$ cat config.mk
export PLATFORM = sky130hd
export DESIGN_NAME = kronos_core
export DESIGN_NICKNAME = d
export VERILOG_FILES = /design/src/hdl/kronos_types.sv /design/src/hdl/kronos_rf.sv /design/src/hdl/kronos_if.sv /design/src/hdl/kronos_id.sv /design/src/hdl/kronos_ex.sv /design/src/hdl/kronos_core.sv
export VERILOG_INCLUDE_DIRS = /design/src /design/src/hdl
export SDC_FILE = /design/constraint.sdc
export NUM_CORES = 2
export LEC_CHECK = 0
export BUFFER_PORTS_ARGS = -buffer_cell sky130_fd_sc_hd__buf_2
export CORE_MARGIN = 10
export CORE_UTILIZATION = 48
export CTS_CLUSTER_DIAMETER = 50
export DETAILED_ROUTE_END_ITERATION = 7
export HOLD_SLACK_MARGIN = 0.05
export PLACE_DENSITY = 0.64
export SYNTH_ARGS = -nofsm -noshare
export SYNTH_HDL_FRONTEND = slang
export SYNTH_HIERARCHICAL = 1
export SYNTH_SLANG_ARGS = --single-unit
$ cat constraint.sdc
create_clock -name clk -period 14.7 [get_ports clk]
set_input_delay 0.735 -clock clk [delete_from_list [all_inputs] [get_ports clk]]
set_output_delay 0.735 -clock clk [all_outputs]
set_load 0.1 [all_outputs]
$ cat src/hdl/kronos_macros.svh
// Default boot address and register count for the Kronos core.
// Included by any module that needs the defaults.
`ifndef KRONOS_MACROS_SVH
`define KRONOS_MACROS_SVH

// Reset program counter, word aligned
`define KRONOS_BOOT_ADDR 32'h0

// Architectural registers, x0 included
`define KRONOS_NREGS 32

`endif

$ cat src/hdl/kronos_types.sv
// Shared types for the Kronos core.
// Ports use scoped names and module bodies import the whole package.
package kronos_types;

  // Data, address and instruction word
  typedef logic [31:0] word_t;

  // Register index
  typedef logic [4:0] reg_sel_t;

  typedef enum logic [3:0] {
    ALU_ADD,
    ALU_SUB,
    ALU_AND,
    ALU_OR,
    ALU_XOR,
    ALU_SLL,
    ALU_SRL,
    ALU_SRA,
    ALU_SLT,
    ALU_SLTU
  } alu_op_t;

  // Fetch sequencer
  typedef enum logic [1:0] {
    IF_IDLE,
    IF_REQ,
    IF_HOLD
  } if_state_t;

  // Execute memory sequencer
  typedef enum logic {
    EX_RUN,
    EX_MEM
  } ex_state_t;

endpackage

$ cat src/hdl/kronos_rf.sv
// Integer register file with two read ports and one write port.
// A write is visible to a read of the same register in the same cycle.
`include "kronos_macros.svh"

module kronos_rf (
  input  logic                   clk,
  input  logic                   reset,
  input  kronos_types::reg_sel_t rs1_sel,
  input  kronos_types::reg_sel_t rs2_sel,
  output kronos_types::word_t    rs1_data,
  output kronos_types::word_t    rs2_data,
  input  logic                   regwr_en,
  input  kronos_types::reg_sel_t regwr_sel,
  input  kronos_types::word_t    regwr_data
);
  import kronos_types::*;

  word_t regs [`KRONOS_NREGS];
  logic  wr_live;

  // x0 never takes a write
  assign wr_live = regwr_en && (regwr_sel != '0);

  always_ff @(posedge clk) begin
    if (reset) begin
      for (int i = 0; i < `KRONOS_NREGS; i++) begin
        regs[i] <= '0;
      end
    end else if (wr_live) begin
      regs[regwr_sel] <= regwr_data;
    end
  end

  // Bypass the pending write
  assign rs1_data = (wr_live && regwr_sel == rs1_sel) ? regwr_data : regs[rs1_sel];
  assign rs2_data = (wr_live && regwr_sel == rs2_sel) ? regwr_data : regs[rs2_sel];

endmodule

$ cat src/hdl/kronos_if.sv
// Fetch stage: program counter and instruction bus sequencer.
// Holds one fetched instruction until decode takes it.
`include "kronos_macros.svh"

module kronos_if #(
  parameter kronos_types::word_t BOOT_ADDR = `KRONOS_BOOT_ADDR
)(
  input  logic                clk,
  input  logic                reset,
  output kronos_types::word_t instr_addr,
  output logic                instr_req,
  input  kronos_types::word_t instr_data,
  input  logic                instr_ack,
  output kronos_types::word_t fetch_instr,
  output kronos_types::word_t fetch_pc,
  output logic                fetch_vld,
  input  logic                fetch_rdy,
  input  logic                branch,
  input  kronos_types::word_t branch_target
);
  import kronos_types::*;

  if_state_t state;
  word_t     pc;
  word_t     redirect_pc;
  logic      discard;

  assign instr_addr = pc;
  assign instr_req  = (state == IF_REQ);
  assign fetch_pc   = pc;
  assign fetch_vld  = (state == IF_HOLD);

  always_ff @(posedge clk) begin
    if (reset) begin
      state   <= IF_IDLE;
      pc      <= BOOT_ADDR;
      discard <= 1'b0;
    end else begin
      case (state)
        IF_IDLE: state <= IF_REQ;
        IF_REQ: begin
          if (instr_ack) begin
            // Stale data is dropped and the redirect is requested
            if (branch) pc <= branch_target;
            else if (discard) pc <= redirect_pc;
            else state <= IF_HOLD;
            discard <= 1'b0;
          end else if (branch) begin
            // Request in flight, wait for its ack first
            discard <= 1'b1;
          end
        end
        IF_HOLD: begin
          if (branch) begin
            pc    <= branch_target;
            state <= IF_REQ;
          end else if (fetch_rdy) begin
            pc    <= pc + 32'd4;
            state <= IF_REQ;
          end
        end
        default: state <= IF_IDLE;
      endcase
    end
  end

  always_ff @(posedge clk) begin
    if (branch) redirect_pc <= branch_target;
    if (instr_req && instr_ack) fetch_instr <= instr_data;
  end

endmodule

$ cat src/hdl/kronos_id.sv
// Decode stage: field decode, immediates, operand read and hazard stall.
// Registers one decoded instruction for execute.
module kronos_id (
  input  logic                    clk,
  input  logic                    reset,
  input  logic                    flush,
  input  kronos_types::word_t     fetch_instr,
  input  kronos_types::word_t     fetch_pc,
  input  logic                    fetch_vld,
  output logic                    fetch_rdy,
  output kronos_types::reg_sel_t  rs1_sel,
  output kronos_types::reg_sel_t  rs2_sel,
  input  kronos_types::word_t     rs1_data,
  input  kronos_types::word_t     rs2_data,
  input  logic                    ex_busy,
  input  kronos_types::reg_sel_t  ex_busy_rd,
  output kronos_types::word_t     decode_pc,
  output kronos_types::word_t     decode_op1,
  output kronos_types::word_t     decode_op2,
  output kronos_types::word_t     decode_imm,
  output kronos_types::alu_op_t   decode_alu_op,
  output kronos_types::reg_sel_t  decode_rd,
  output logic                    decode_is_load,
  output logic                    decode_is_store,
  output logic                    decode_is_branch,
  output logic                    decode_is_jal,
  output logic                    decode_is_jalr,
  output logic                    decode_wr_en,
  output logic [2:0]              decode_funct3,
  output logic                    decode_vld,
  input  logic                    decode_rdy
);
  import kronos_types::*;

  localparam logic [6:0] OP_LUI    = 7'b0110111;
  localparam logic [6:0] OP_AUIPC  = 7'b0010111;
  localparam logic [6:0] OP_JAL    = 7'b1101111;
  localparam logic [6:0] OP_JALR   = 7'b1100111;
  localparam logic [6:0] OP_BRANCH = 7'b1100011;
  localparam logic [6:0] OP_LOAD   = 7'b0000011;
  localparam logic [6:0] OP_STORE  = 7'b0100011;
  localparam logic [6:0] OP_IMM    = 7'b0010011;
  localparam logic [6:0] OP_REG    = 7'b0110011;

  logic [6:0] opcode;
  logic [2:0] funct3;
  reg_sel_t   rd;
  word_t      imm_i, imm_s, imm_b, imm_u, imm_j;
  word_t      imm, op1;
  alu_op_t    alu_op;
  logic       use_rs2, is_load, is_store, is_branch, is_jal, is_jalr, wr_en;
  logic       hazard, take;

  function automatic alu_op_t alu_decode(input logic [2:0] f3, input logic alt);
    case (f3)
      3'b000:  return alt ? ALU_SUB : ALU_ADD;
      3'b001:  return ALU_SLL;
      3'b010:  return ALU_SLT;
      3'b011:  return ALU_SLTU;
      3'b100:  return ALU_XOR;
      3'b101:  return alt ? ALU_SRA : ALU_SRL;
      3'b110:  return ALU_OR;
      default: return ALU_AND;
    endcase
  endfunction

  assign opcode  = fetch_instr[6:0];
  assign funct3  = fetch_instr[14:12];
  assign rd      = fetch_instr[11:7];
  assign rs1_sel = fetch_instr[19:15];
  assign rs2_sel = fetch_instr[24:20];

  // ====================
  // Immediates
  // ====================
  assign imm_i = {{20{fetch_instr[31]}}, fetch_instr[31:20]};
  assign imm_s = {{20{fetch_instr[31]}}, fetch_instr[31:25], fetch_instr[11:7]};
  assign imm_b = {{19{fetch_instr[31]}}, fetch_instr[31], fetch_instr[7],
                  fetch_instr[30:25], fetch_instr[11:8], 1'b0};
  assign imm_u = {fetch_instr[31:12], 12'b0};
  assign imm_j = {{11{fetch_instr[31]}}, fetch_instr[31], fetch_instr[19:12],
                  fetch_instr[20], fetch_instr[30:21], 1'b0};

  always_comb begin
    imm       = imm_i;
    op1       = rs1_data;
    alu_op    = ALU_ADD;
    use_rs2   = 1'b0;
    is_load   = 1'b0;
    is_store  = 1'b0;
    is_branch = 1'b0;
    is_jal    = 1'b0;
    is_jalr   = 1'b0;
    wr_en     = 1'b0;
    case (opcode)
      OP_LUI: begin
        imm   = imm_u;
        op1   = '0;
        wr_en = 1'b1;
      end
      OP_AUIPC: begin
        imm   = imm_u;
        op1   = fetch_pc;
        wr_en = 1'b1;
      end
      OP_JAL: begin
        imm    = imm_j;
        is_jal = 1'b1;
        wr_en  = 1'b1;
      end
      OP_JALR: begin
        is_jalr = 1'b1;
        wr_en   = 1'b1;
      end
      OP_BRANCH: begin
        imm       = imm_b;
        use_rs2   = 1'b1;
        is_branch = 1'b1;
      end
      OP_LOAD: begin
        is_load = 1'b1;
        wr_en   = 1'b1;
      end
      OP_STORE: begin
        imm      = imm_s;
        use_rs2  = 1'b1;
        is_store = 1'b1;
      end
      OP_IMM: begin
        // Only shifts read bit 30 here, there is no SUBI
        alu_op = alu_decode(funct3, funct3 == 3'b101 && fetch_instr[30]);
        wr_en  = 1'b1;
      end
      OP_REG: begin
        alu_op  = alu_decode(funct3, fetch_instr[30]);
        use_rs2 = 1'b1;
        wr_en   = 1'b1;
      end
      default: wr_en = 1'b0;
    endcase
    if (rd == '0) wr_en = 1'b0;
  end

  // ====================
  // Hazard and handshake
  // ====================
  assign hazard = ex_busy && (ex_busy_rd != '0) &&
                  (ex_busy_rd == rs1_sel || ex_busy_rd == rs2_sel);
  assign fetch_rdy = (!decode_vld || decode_rdy) && !hazard;
  assign take      = fetch_vld && fetch_rdy && !flush;

  always_ff @(posedge clk) begin
    if (reset || flush) decode_vld <= 1'b0;
    else if (take) decode_vld <= 1'b1;
    else if (decode_rdy) decode_vld <= 1'b0;
  end

  always_ff @(posedge clk) begin
    if (take) begin
      decode_pc        <= fetch_pc;
      decode_op1       <= op1;
      decode_op2       <= use_rs2 ? rs2_data : imm;
      decode_imm       <= imm;
      decode_alu_op    <= alu_op;
      decode_rd        <= rd;
      decode_is_load   <= is_load;
      decode_is_store  <= is_store;
      decode_is_branch <= is_branch;
      decode_is_jal    <= is_jal;
      decode_is_jalr   <= is_jalr;
      decode_wr_en     <= wr_en;
      decode_funct3    <= funct3;
    end
  end

endmodule

$ cat src/hdl/kronos_ex.sv
// Execute stage: ALU, branch resolution, writeback and data bus access.
// ALU ops retire on acceptance; loads and stores wait for data_ack.
module kronos_ex (
  input  logic                   clk,
  input  logic                   reset,
  input  kronos_types::word_t    decode_pc,
  input  kronos_types::word_t    decode_op1,
  input  kronos_types::word_t    decode_op2,
  input  kronos_types::word_t    decode_imm,
  input  kronos_types::alu_op_t  decode_alu_op,
  input  kronos_types::reg_sel_t decode_rd,
  input  logic                   decode_is_load,
  input  logic                   decode_is_store,
  input  logic                   decode_is_branch,
  input  logic                   decode_is_jal,
  input  logic                   decode_is_jalr,
  input  logic                   decode_wr_en,
  input  logic [2:0]             decode_funct3,
  input  logic                   decode_vld,
  output logic                   decode_rdy,
  output logic                   ex_busy,
  output kronos_types::reg_sel_t ex_busy_rd,
  output logic                   regwr_en,
  output kronos_types::reg_sel_t regwr_sel,
  output kronos_types::word_t    regwr_data,
  output logic                   branch,
  output kronos_types::word_t    branch_target,
  output kronos_types::word_t    data_addr,
  output kronos_types::word_t    data_wr_data,
  output logic                   data_wr_en,
  output logic                   data_req,
  input  kronos_types::word_t    data_rd_data,
  input  logic                   data_ack
);
  import kronos_types::*;

  ex_state_t state;
  word_t     alu_result, addr_sum, pc_sum, link;
  logic      active, is_mem, eq, lt, ltu, cond, taken;

  // Wrong-path instruction sits here during the branch cycle
  assign active = decode_vld && !branch;
  assign is_mem = decode_is_load || decode_is_store;

  assign ex_busy    = active && decode_wr_en;
  assign ex_busy_rd = decode_rd;
  assign decode_rdy = (state == EX_MEM) ? data_ack : !(active && is_mem);

  always_comb begin
    case (decode_alu_op)
      ALU_SUB:  alu_result = decode_op1 - decode_op2;
      ALU_AND:  alu_result = decode_op1 & decode_op2;
      ALU_OR:   alu_result = decode_op1 | decode_op2;
      ALU_XOR:  alu_result = decode_op1 ^ decode_op2;
      ALU_SLL:  alu_result = decode_op1 << decode_op2[4:0];
      ALU_SRL:  alu_result = decode_op1 >> decode_op2[4:0];
      ALU_SRA:  alu_result = word_t'($signed(decode_op1) >>> decode_op2[4:0]);
      ALU_SLT:  alu_result = {31'b0, lt};
      ALU_SLTU: alu_result = {31'b0, ltu};
      default:  alu_result = decode_op1 + decode_op2;
    endcase
  end

  // ====================
  // Branch resolution
  // ====================
  assign eq  = (decode_op1 == decode_op2);
  assign lt  = ($signed(decode_op1) < $signed(decode_op2));
  assign ltu = (decode_op1 < decode_op2);

  always_comb begin
    case (decode_funct3[2:1])
      2'b00:   cond = eq;
      2'b10:   cond = lt;
      2'b11:   cond = ltu;
      default: cond = 1'b0;
    endcase
    // Odd funct3 inverts the compare, 01x is not a branch
    if (decode_funct3[2:1] != 2'b01) cond = cond ^ decode_funct3[0];
  end

  assign taken    = decode_is_jal || decode_is_jalr || (decode_is_branch && cond);
  assign addr_sum = decode_op1 + decode_imm;
  assign pc_sum   = decode_pc + decode_imm;
  assign link     = decode_pc + 32'd4;

  // ====================
  // Sequencer
  // ====================
  always_ff @(posedge clk) begin
    if (reset) begin
      state      <= EX_RUN;
      data_req   <= 1'b0;
      data_wr_en <= 1'b0;
      regwr_en   <= 1'b0;
      branch     <= 1'b0;
    end else begin
      regwr_en <= 1'b0;
      branch   <= 1'b0;
      case (state)
        EX_RUN: begin
          if (active && is_mem) begin
            state      <= EX_MEM;
            data_req   <= 1'b1;
            data_wr_en <= decode_is_store;
          end else if (active) begin
            regwr_en <= decode_wr_en;
            branch   <= taken;
          end
        end
        EX_MEM: begin
          if (data_ack) begin
            state      <= EX_RUN;
            data_req   <= 1'b0;
            data_wr_en <= 1'b0;
            regwr_en   <= decode_is_load && decode_wr_en;
          end
        end
        default: state <= EX_RUN;
      endcase
    end
  end

  always_ff @(posedge clk) begin
    regwr_sel     <= decode_rd;
    branch_target <= decode_is_jalr ? {addr_sum[31:1], 1'b0} : pc_sum;
    if (state == EX_MEM) begin
      regwr_data <= data_rd_data;
    end else begin
      regwr_data   <= (decode_is_jal || decode_is_jalr) ? link : alu_result;
      // Held for the whole bus transfer
      data_addr    <= addr_sum;
      data_wr_data <= decode_op2;
    end
  end

endmodule

$ cat src/hdl/kronos_core.sv
// Top level of the three-stage Kronos core.
// Connects fetch, decode, execute and the register file to both buses.
`include "kronos_macros.svh"

module kronos_core #(
  parameter kronos_types::word_t BOOT_ADDR = `KRONOS_BOOT_ADDR
)(
  input  logic                clk,
  input  logic                reset,
  // Instruction bus
  output kronos_types::word_t instr_addr,
  output logic                instr_req,
  input  kronos_types::word_t instr_data,
  input  logic                instr_ack,
  // Data bus
  output kronos_types::word_t data_addr,
  output kronos_types::word_t data_wr_data,
  output logic                data_wr_en,
  output logic                data_req,
  input  kronos_types::word_t data_rd_data,
  input  logic                data_ack
);
  import kronos_types::*;

  word_t    fetch_instr, fetch_pc;
  logic     fetch_vld, fetch_rdy;
  reg_sel_t rs1_sel, rs2_sel;
  word_t    rs1_data, rs2_data;
  word_t    decode_pc, decode_op1, decode_op2, decode_imm;
  alu_op_t  decode_alu_op;
  reg_sel_t decode_rd;
  logic     decode_is_load, decode_is_store, decode_is_branch;
  logic     decode_is_jal, decode_is_jalr, decode_wr_en;
  logic [2:0] decode_funct3;
  logic     decode_vld, decode_rdy;
  logic     ex_busy;
  reg_sel_t ex_busy_rd;
  logic     regwr_en;
  reg_sel_t regwr_sel;
  word_t    regwr_data;
  logic     branch;
  word_t    branch_target;

  // ====================
  // Fetch
  // ====================
  kronos_if #(
    .BOOT_ADDR(BOOT_ADDR)
  ) u_if (
    .clk, .reset,
    .instr_addr, .instr_req, .instr_data, .instr_ack,
    .fetch_instr, .fetch_pc, .fetch_vld, .fetch_rdy,
    .branch, .branch_target
  );

  // ====================
  // Decode
  // ====================
  // The branch pulse doubles as the pipeline flush
  kronos_id u_id (
    .clk, .reset,
    .flush (branch),
    .fetch_instr, .fetch_pc, .fetch_vld, .fetch_rdy,
    .rs1_sel, .rs2_sel, .rs1_data, .rs2_data,
    .ex_busy, .ex_busy_rd,
    .decode_pc, .decode_op1, .decode_op2, .decode_imm,
    .decode_alu_op, .decode_rd,
    .decode_is_load, .decode_is_store, .decode_is_branch,
    .decode_is_jal, .decode_is_jalr, .decode_wr_en, .decode_funct3,
    .decode_vld, .decode_rdy
  );

  // ====================
  // Execute
  // ====================
  kronos_ex u_ex (
    .clk, .reset,
    .decode_pc, .decode_op1, .decode_op2, .decode_imm,
    .decode_alu_op, .decode_rd,
    .decode_is_load, .decode_is_store, .decode_is_branch,
    .decode_is_jal, .decode_is_jalr, .decode_wr_en, .decode_funct3,
    .decode_vld, .decode_rdy,
    .ex_busy, .ex_busy_rd,
    .regwr_en, .regwr_sel, .regwr_data,
    .branch, .branch_target,
    .data_addr, .data_wr_data, .data_wr_en, .data_req,
    .data_rd_data, .data_ack
  );

  kronos_rf u_rf (
    .clk, .reset,
    .rs1_sel, .rs2_sel, .rs1_data, .rs2_data,
    .regwr_en, .regwr_sel, .regwr_data
  );

endmodule

# [Yosys cells after proc, flatten, opt, wreduce, memory -nomap -nowiden]
# Memory sizes are Yosys's and may differ from the RTL's. A register that Yosys moved wholly into a read port is not among the register bits.
# Cells that the tools add are included.
[classes] n_addsub=6 n_lt_le_gt_ge=2 eq_ne=41 shifts=3 n_mux=64 bitwise=6 n_reduce_logical=43
[ops] cell="32-bit 2-to-1 mux" n=12
[ops] cell="32-bit one-hot mux with 9 select lines" n=1
[ops] cell="32-bit one-hot mux with 2 select lines" n=2
[ops] cell="31-bit one-hot mux with 4 select lines" n=1
[ops] cell="32-bit adder" n=3
[ops] cell="32-bit by 3-bit adder with 32-bit output (second input constant)" n=2
[ops] cell="32-bit less-than comparator" n=2
[ops] cell="4-bit one-hot mux with 7 select lines" n=2
[ops] cell="32-bit AND" n=1
[ops] cell="32-bit == test" n=1
[ops] cell="32-bit OR" n=1
[ops] cell="32-bit OR reduction" n=1
[ops] cell="32-bit by 5-bit << shifter with 32-bit output" n=1
[ops] cell="32-bit by 5-bit >> shifter with 32-bit output" n=1
[ops] cell="32-bit by 5-bit >>> shifter with 32-bit output" n=1
[ops] cell="32-bit subtractor" n=1
[ops] cell="32-bit bitwise XOR" n=1
[ops] cell="1-bit 2-to-1 mux" n=31
[ops] cell="7-bit by 6-bit == test with 1-bit output (second input constant)" n=3
[ops] cell="7-bit == test (second input constant)" n=3
[ops] cell="5-bit == test" n=4
[ops] cell="4-bit by 3-bit == test with 1-bit output (second input constant)" n=4
[ops] cell="1-bit logical AND" n=15
[ops] cell="5-bit 2-to-1 mux" n=3
[ops] cell="33 further kinds" n=68
[totals] ff_bits=384 ram_bits=1024 input_bits=68 output_inout_bits=99 wordCells=196 n_memories=1
[memory_table] name="u_rf.regs" words=32 word_bits=32 read_ports=2 rd_clocked_by_memory_dff=2 wr=32 line_no="kronos_rf.sv:18" source="word_t regs [`KRONOS_NREGS];"

# [Longest topological paths before layout]
[depth] word_depth=10 mapped_depth=17 depth_no_buf=14

# [Cells and area by module]
# Netlist, hierarchy kept.
[modules_own_cells] mod="kronos_rf" n_inst=1 cells_each=3495 area_per_inst_um2=54183.2 seq_area_each_um2=30749.5
[modules_own_cells] mod="kronos_ex" n_inst=1 cells_each=2031 area_per_inst_um2=16265.6 seq_area_each_um2=3403.3
[modules_own_cells] mod="kronos_id" n_inst=1 cells_each=439 area_per_inst_um2=6148.4 seq_area_each_um2=4404.2
[modules_own_cells] mod="kronos_if" n_inst=1 cells_each=435 area_per_inst_um2=4635.7 seq_area_each_um2=2622.5

# [Worst setup path after synthesis]
# Ideal clock, no wire load.
[synth_timing] path_kind="register -> register" startpoint="register u_ex.branch" endpoint="register u_id.decode_alu_op[0], enable pin" setup_ns=0.765 arrival_ns=10.396 t_required_ns=13.935 path_slack_ns=3.539 path_stages_with_launch=6 n_path_buf=0 synth_period_minus_slack_ns=11.161 cell_sequence="dfxtp_1 -> nand2b_1 -> nor3_1 -> a21oi_1 -> nor2b_1 -> a2111oi_2"
[synth_between] elab_chain_len=9 word_cells_on_any_way=13 classes_between="mux (1); reduce/logical (12)"
[synth_lines] element="start: declaration" line_no="kronos_ex.sv:26" source="output logic branch,"
[synth_lines] element="start signal: assignment" line_no="kronos_ex.sv:108" source="branch <= taken;"
[synth_lines] element="1-bit logical NOT" line_no="kronos_ex.sv:42" source="assign active = decode_vld && !branch;"
[synth_lines] element="1-bit logical AND" line_no="kronos_ex.sv:42"
[synth_lines] element="1-bit logical AND" line_no="kronos_ex.sv:47" source="assign decode_rdy = (state == EX_MEM) ? data_ack : !(active && is_mem);"
[synth_lines] element="1-bit logical NOT" line_no="kronos_ex.sv:47"
[synth_lines] element="1-bit 2-to-1 mux" line_no="kronos_ex.sv:47"
[synth_lines] element="net decode_rdy" line_no="kronos_core.sv:35" source="logic decode_vld, decode_rdy;"
[synth_lines] element="1-bit logical OR" line_no="kronos_id.sv:149" source="assign fetch_rdy = (!decode_vld || decode_rdy) && !hazard;"
[synth_lines] element="1-bit logical AND" line_no="kronos_id.sv:149"
[synth_lines] element="1-bit logical AND (2 in series)" line_no="kronos_id.sv:150" source="assign take = fetch_vld && fetch_rdy && !flush;"
[synth_lines] element="net u_id.take" line_no="kronos_id.sv:52" source="logic hazard, take;"
[synth_lines] element="end signal: assignment" line_no="kronos_id.sv:164" source="decode_alu_op <= alu_op;"
[synth_lines] element="end: declaration" line_no="kronos_id.sv:21" source="output kronos_types::alu_op_t decode_alu_op,"
# The timed path passes the listed nets, and every way through them passes these cells.
# A chain may end at the register's enable or synchronous reset.

# [Final worst setup path]
[layout_timing] startpoint="register u_if.fetch_instr[20]" endpoint="register u_id.decode_op2[6] (data pin)"
[layout_between] elab_chain_len=4
[layout_lines] element="start: declaration" line_no="kronos_if.sv:14" source="output kronos_types::word_t fetch_instr,"
[layout_lines] element="start signal: assignment" line_no="kronos_if.sv:69" source="if (instr_req && instr_ack) fetch_instr <= instr_data;"
[layout_lines] element="5-bit == test" line_no="kronos_rf.sv:36" source="assign rs2_data = (wr_live && regwr_sel == rs2_sel) ? regwr_data : regs[rs2_sel];"
[layout_lines] element="1-bit logical AND" line_no="kronos_rf.sv:36"
[layout_lines] element="32-bit 2-to-1 mux" line_no="kronos_rf.sv:36"
[layout_lines] element="net rs2_data[6]" line_no="kronos_core.sv:28" source="word_t rs1_data, rs2_data;"
[layout_lines] element="32-bit 2-to-1 mux" line_no="kronos_id.sv:162" source="decode_op2 <= use_rs2 ? rs2_data : imm;"
[layout_lines] element="end signal: assignment" line_no="kronos_id.sv:162"
[layout_lines] element="end: declaration" line_no="kronos_id.sv:19" source="output kronos_types::word_t decode_op2,"
# The timed path passes the listed nets, and every way through them passes these cells.

==> flow_summary_export.csv <==
group,metric,value,unit
status,status,"complete, but fails checks",
status,violations,"DRC",
floorplan,die_area,186000,um^2
place,dp.cells,8397,
global_route,gr-total-overflow,0,
finish,drive_gt1_frac,0.199,
finish,syn_to_final_growth,9.56,%
timing,fmax,0.192,GHz
route,wirelength,316000,um
critical_path,path_delay_family,"buffers and inverters",
yosys,synth_edf_count,1298,
critical_path,r2r_slack,9.49,ns
cts,clockBufferDepth,3,
cts,cts_tree,"built",
floorplan,die_y,431,um
floorplan,die-width,431,um
critical_path,critPathArrivalTime,5.77,ns
cts,cts-buffers-inserted,169,
critical_path,reg2reg_depth,9,
critical_path,crit_top_cell,"buf_4",
timing,fin_tns_setup,0,ns
job,drv_cap,0,
critical_path,r2r_start,"u_if/fetch_instr[20]",
worst_hold_path,hold_class,"input port to flop",
yosys,synthCells,6400,
critical_path,end_kind,"flop",
floorplan,coreArea,168000,um^2
route,wl_per_cell,36.2,um
yosys,netlist_area,81200,um^2
yosys,ys_seq_area_frac,0.507,
critical_path,crit_chain,"buf_4, buf_4, buf_4, buf_4, mux4_1, o22ai_1, or4_1, o21ai_1, mux2_2",
global_route,grt_pass1_vias,57300,
critical_path,cp_num_buf_inv,4,
finish,final.fill_count,14100,
timing,fin_skew,0.0246,ns
power_and_ir_drop,vdd.ir_drop.worst,0.106,mV
floorplan,start_util,0.484,
timing,slew_violations,0,
critical_path,r2r_end,"u_id/decode_op2[6]",
finish,final_common_cell,"edfxtp_1",
place,place_area,83400,um^2
timing,period_share,0.354,
global_route,grt_pass1_wl,437000,um
route,vias_per_cell,6.89,
cts,clockRootBuffer,"clkbuf_16",
yosys,synth_warnings,6,
yosys,synthFlopType,"edfxtp_1",
timing,tightest_slew,1.41,ns
yosys,synth_area_per_cell,12.7,um^2
route,route.detailed.drc,8,
yosys,synth_seq_cells,1408,
route,vias,60100,
cts,htree_levels,4,
critical_path,crit_path_start,"u_if/fetch_instr[20]",
cts,clk_pin_slew,0.06,ns
yosys,async_flop_share,0,
route,drtAntennaViolNets,0,
timing,maxSlewHeadroom,0.0593,
power_and_ir_drop,p_per_area,132,nW/um^2
timing,hold_violations,0,
critical_path,start_kind,"flop",
route,drt-initial-drc-count,9484,
timing,finalSetupViolCount,0,
critical_path,setup.worst_path.class,"flop to flop",
critical_path,cp-endpoint,"u_id/decode_op2[6]",
timing,min_period,5.21,ns
critical_path,slowest_delay,0.74,ns
critical_path,crit_slowest_cell,"buf_4",
place,port_buffers,166,
global_route,antenna_found_initial,37,
power_and_ir_drop,p_leak,32.7,nW
global_route,grt_max_degree,133,
floorplan,rows,150,
yosys,ys_types,116,
finish,post-route-util,0.530,
timing,fin_hold_ws,0.100,ns
finish,final_cells,8722,
timing,rsz0062_at_grt,"false",
place,dp_hpwl,206000,um
cts,worstSkewPairLatency,0.83,ns
cts,clkSinkCount,1408,
critical_path,crit_cells,9,
route,first_pass_iters,8,
place,place_congestion,0.972,
finish,final_cell_mix,"edfxtp_1, and2_1, mux4_2",
global_route,grt_use_total,0.329,
finish,nets,6604,
critical_path,cp_max_fo,37,
floorplan,pin_count,167,
finish,final_area,89000,um^2
critical_path,crit_required,15.26,ns
## per-layer routing
layer,track usage,part of all wire,vias to the layer above
li1,-,-,24400
met1,0.418,0.36,30200
met4,0.185,0.067,18
met3,0.0896,0.13,942
met5,0,0.00036,-
met2,0.509,0.45,4548
## stage by stage
stage,power [mW],setup slack [ns]
5_1_grt,12.1,9.14
6_report,11.8,9.49
3_3_place_gp,7.58,9.53
2_1_floorplan,6.73,3.54
3_5_place_dp,7.60,9.52
4_1_cts,11.7,9.51
## flip-flops by register name (all words and copies together) (netlist names), 2 cells and up
register            cells
u_ex/data_addr         32
u_id/decode_alu_op      4
u_id/decode_imm        32
u_id/decode_op2        32
u_id/decode_rd          5
u_ex/branch_target     32
u_if/state              2
u_id/decode_pc         32
u_id/decode_funct3      3
u_ex/regwr_sel          5
u_ex/data_wr_data      32
u_id/decode_op1        32
u_if/fetch_instr       32
u_rf/regs            1024
u_if/fetch_pc          32
u_ex/regwr_data        32
u_if/redirect_pc       32
## timing repair
| item | 4_1_cts | 5_1_grt |
|---|---|---|
| hold buffers | 3 | 0 |
| hold endpoints to repair | 3 | 0 |
| buffers inserted | 0 | 0 |
| gates resized for setup | 0 | 0 |
## where the power goes
part / switching [mW] / total, mW / internal [mW]
Sequential: 0.333 / 5.01 / 4.67
Clock: 1.78 / 4.18 / 2.40
Combinational: 1.82 / 2.60 / 0.781
Total: 3.93 / 11.8 / 7.85
## cell families after synthesis
kind of cell	after synthesis	share of synthesized area
buffers and inverters	733	0.0456
other	1	0.0000462
and+or+nand+nor	2092	0.143
AOI/OAI and AO/OA	1232	0.0992
muxes	641	0.166
DFF	1408	0.507
xor gates and xnor gates	124	0.0134
adders and majority gates	169	0.0264
## cell type report
class                           count  area, um^2  area share
Clock buffer                      204        4410      0.0496
Timing Repair Buffer              363        2380      0.0268
Tap cell                         2204        2760      0.0310
Sequential cell                  1408       41200       0.463
Clock inverter                    108        1120      0.0126
Inverter                          135         508     0.00571
Antenna cell                       10        25.0    0.000281
Multi-Input combinational cell   4290       36600       0.411
## cells in the mapped netlist, types with 39 or more instances
cell type | n | area share
edfxtp_1 | 1298 | 0.48
and2_1 | 1008 | 0.078
mux4_2 | 507 | 0.14
nand2_1 | 355 | 0.016
clkbuf_1 | 340 | 0.016
nor2_1 | 281 | 0.013
o22ai_1 | 271 | 0.021
a21oi_1 | 231 | 0.014
o21ai_0 | 181 | 0.011
ha_1 | 165 | 0.025
inv_1 | 126 | 0.0058
dfxtp_1 | 110 | 0.027
buf_2 | 90 | 0.0055
o21ai_1 | 90 | 0.0055
xnor2_1 | 89 | 0.0096
or4_1 | 73 | 0.0067
a21o_1 | 66 | 0.0061
buf_4 | 66 | 0.0061
nand3_1 | 66 | 0.0041
mux2i_1 | 54 | 0.0067
nor3_1 | 50 | 0.0031
nand3b_1 | 45 | 0.0042
a211oi_1 | 44 | 0.0041
mux4_1 | 39 | 0.013
## worst min-delay path by stage
stage	startpoint	cells after the start	to
5_1_grt	instr_data[18]	1	u_if/fetch_instr[18]
2_1_floorplan	u_id/decode_rd[0]	0	u_ex/regwr_sel[0]
6_report	instr_data[17]	1	u_if/fetch_instr[17]
3_3_place_gp	u_ex/branch_target[19]	0	u_if/redirect_pc[19]
4_1_cts	instr_data[17]	1	u_if/fetch_instr[17]
3_5_place_dp	u_ex/branch_target[4]	0	u_if/redirect_pc[4]
No activity file was read; power rests on OpenSTA's default activity.
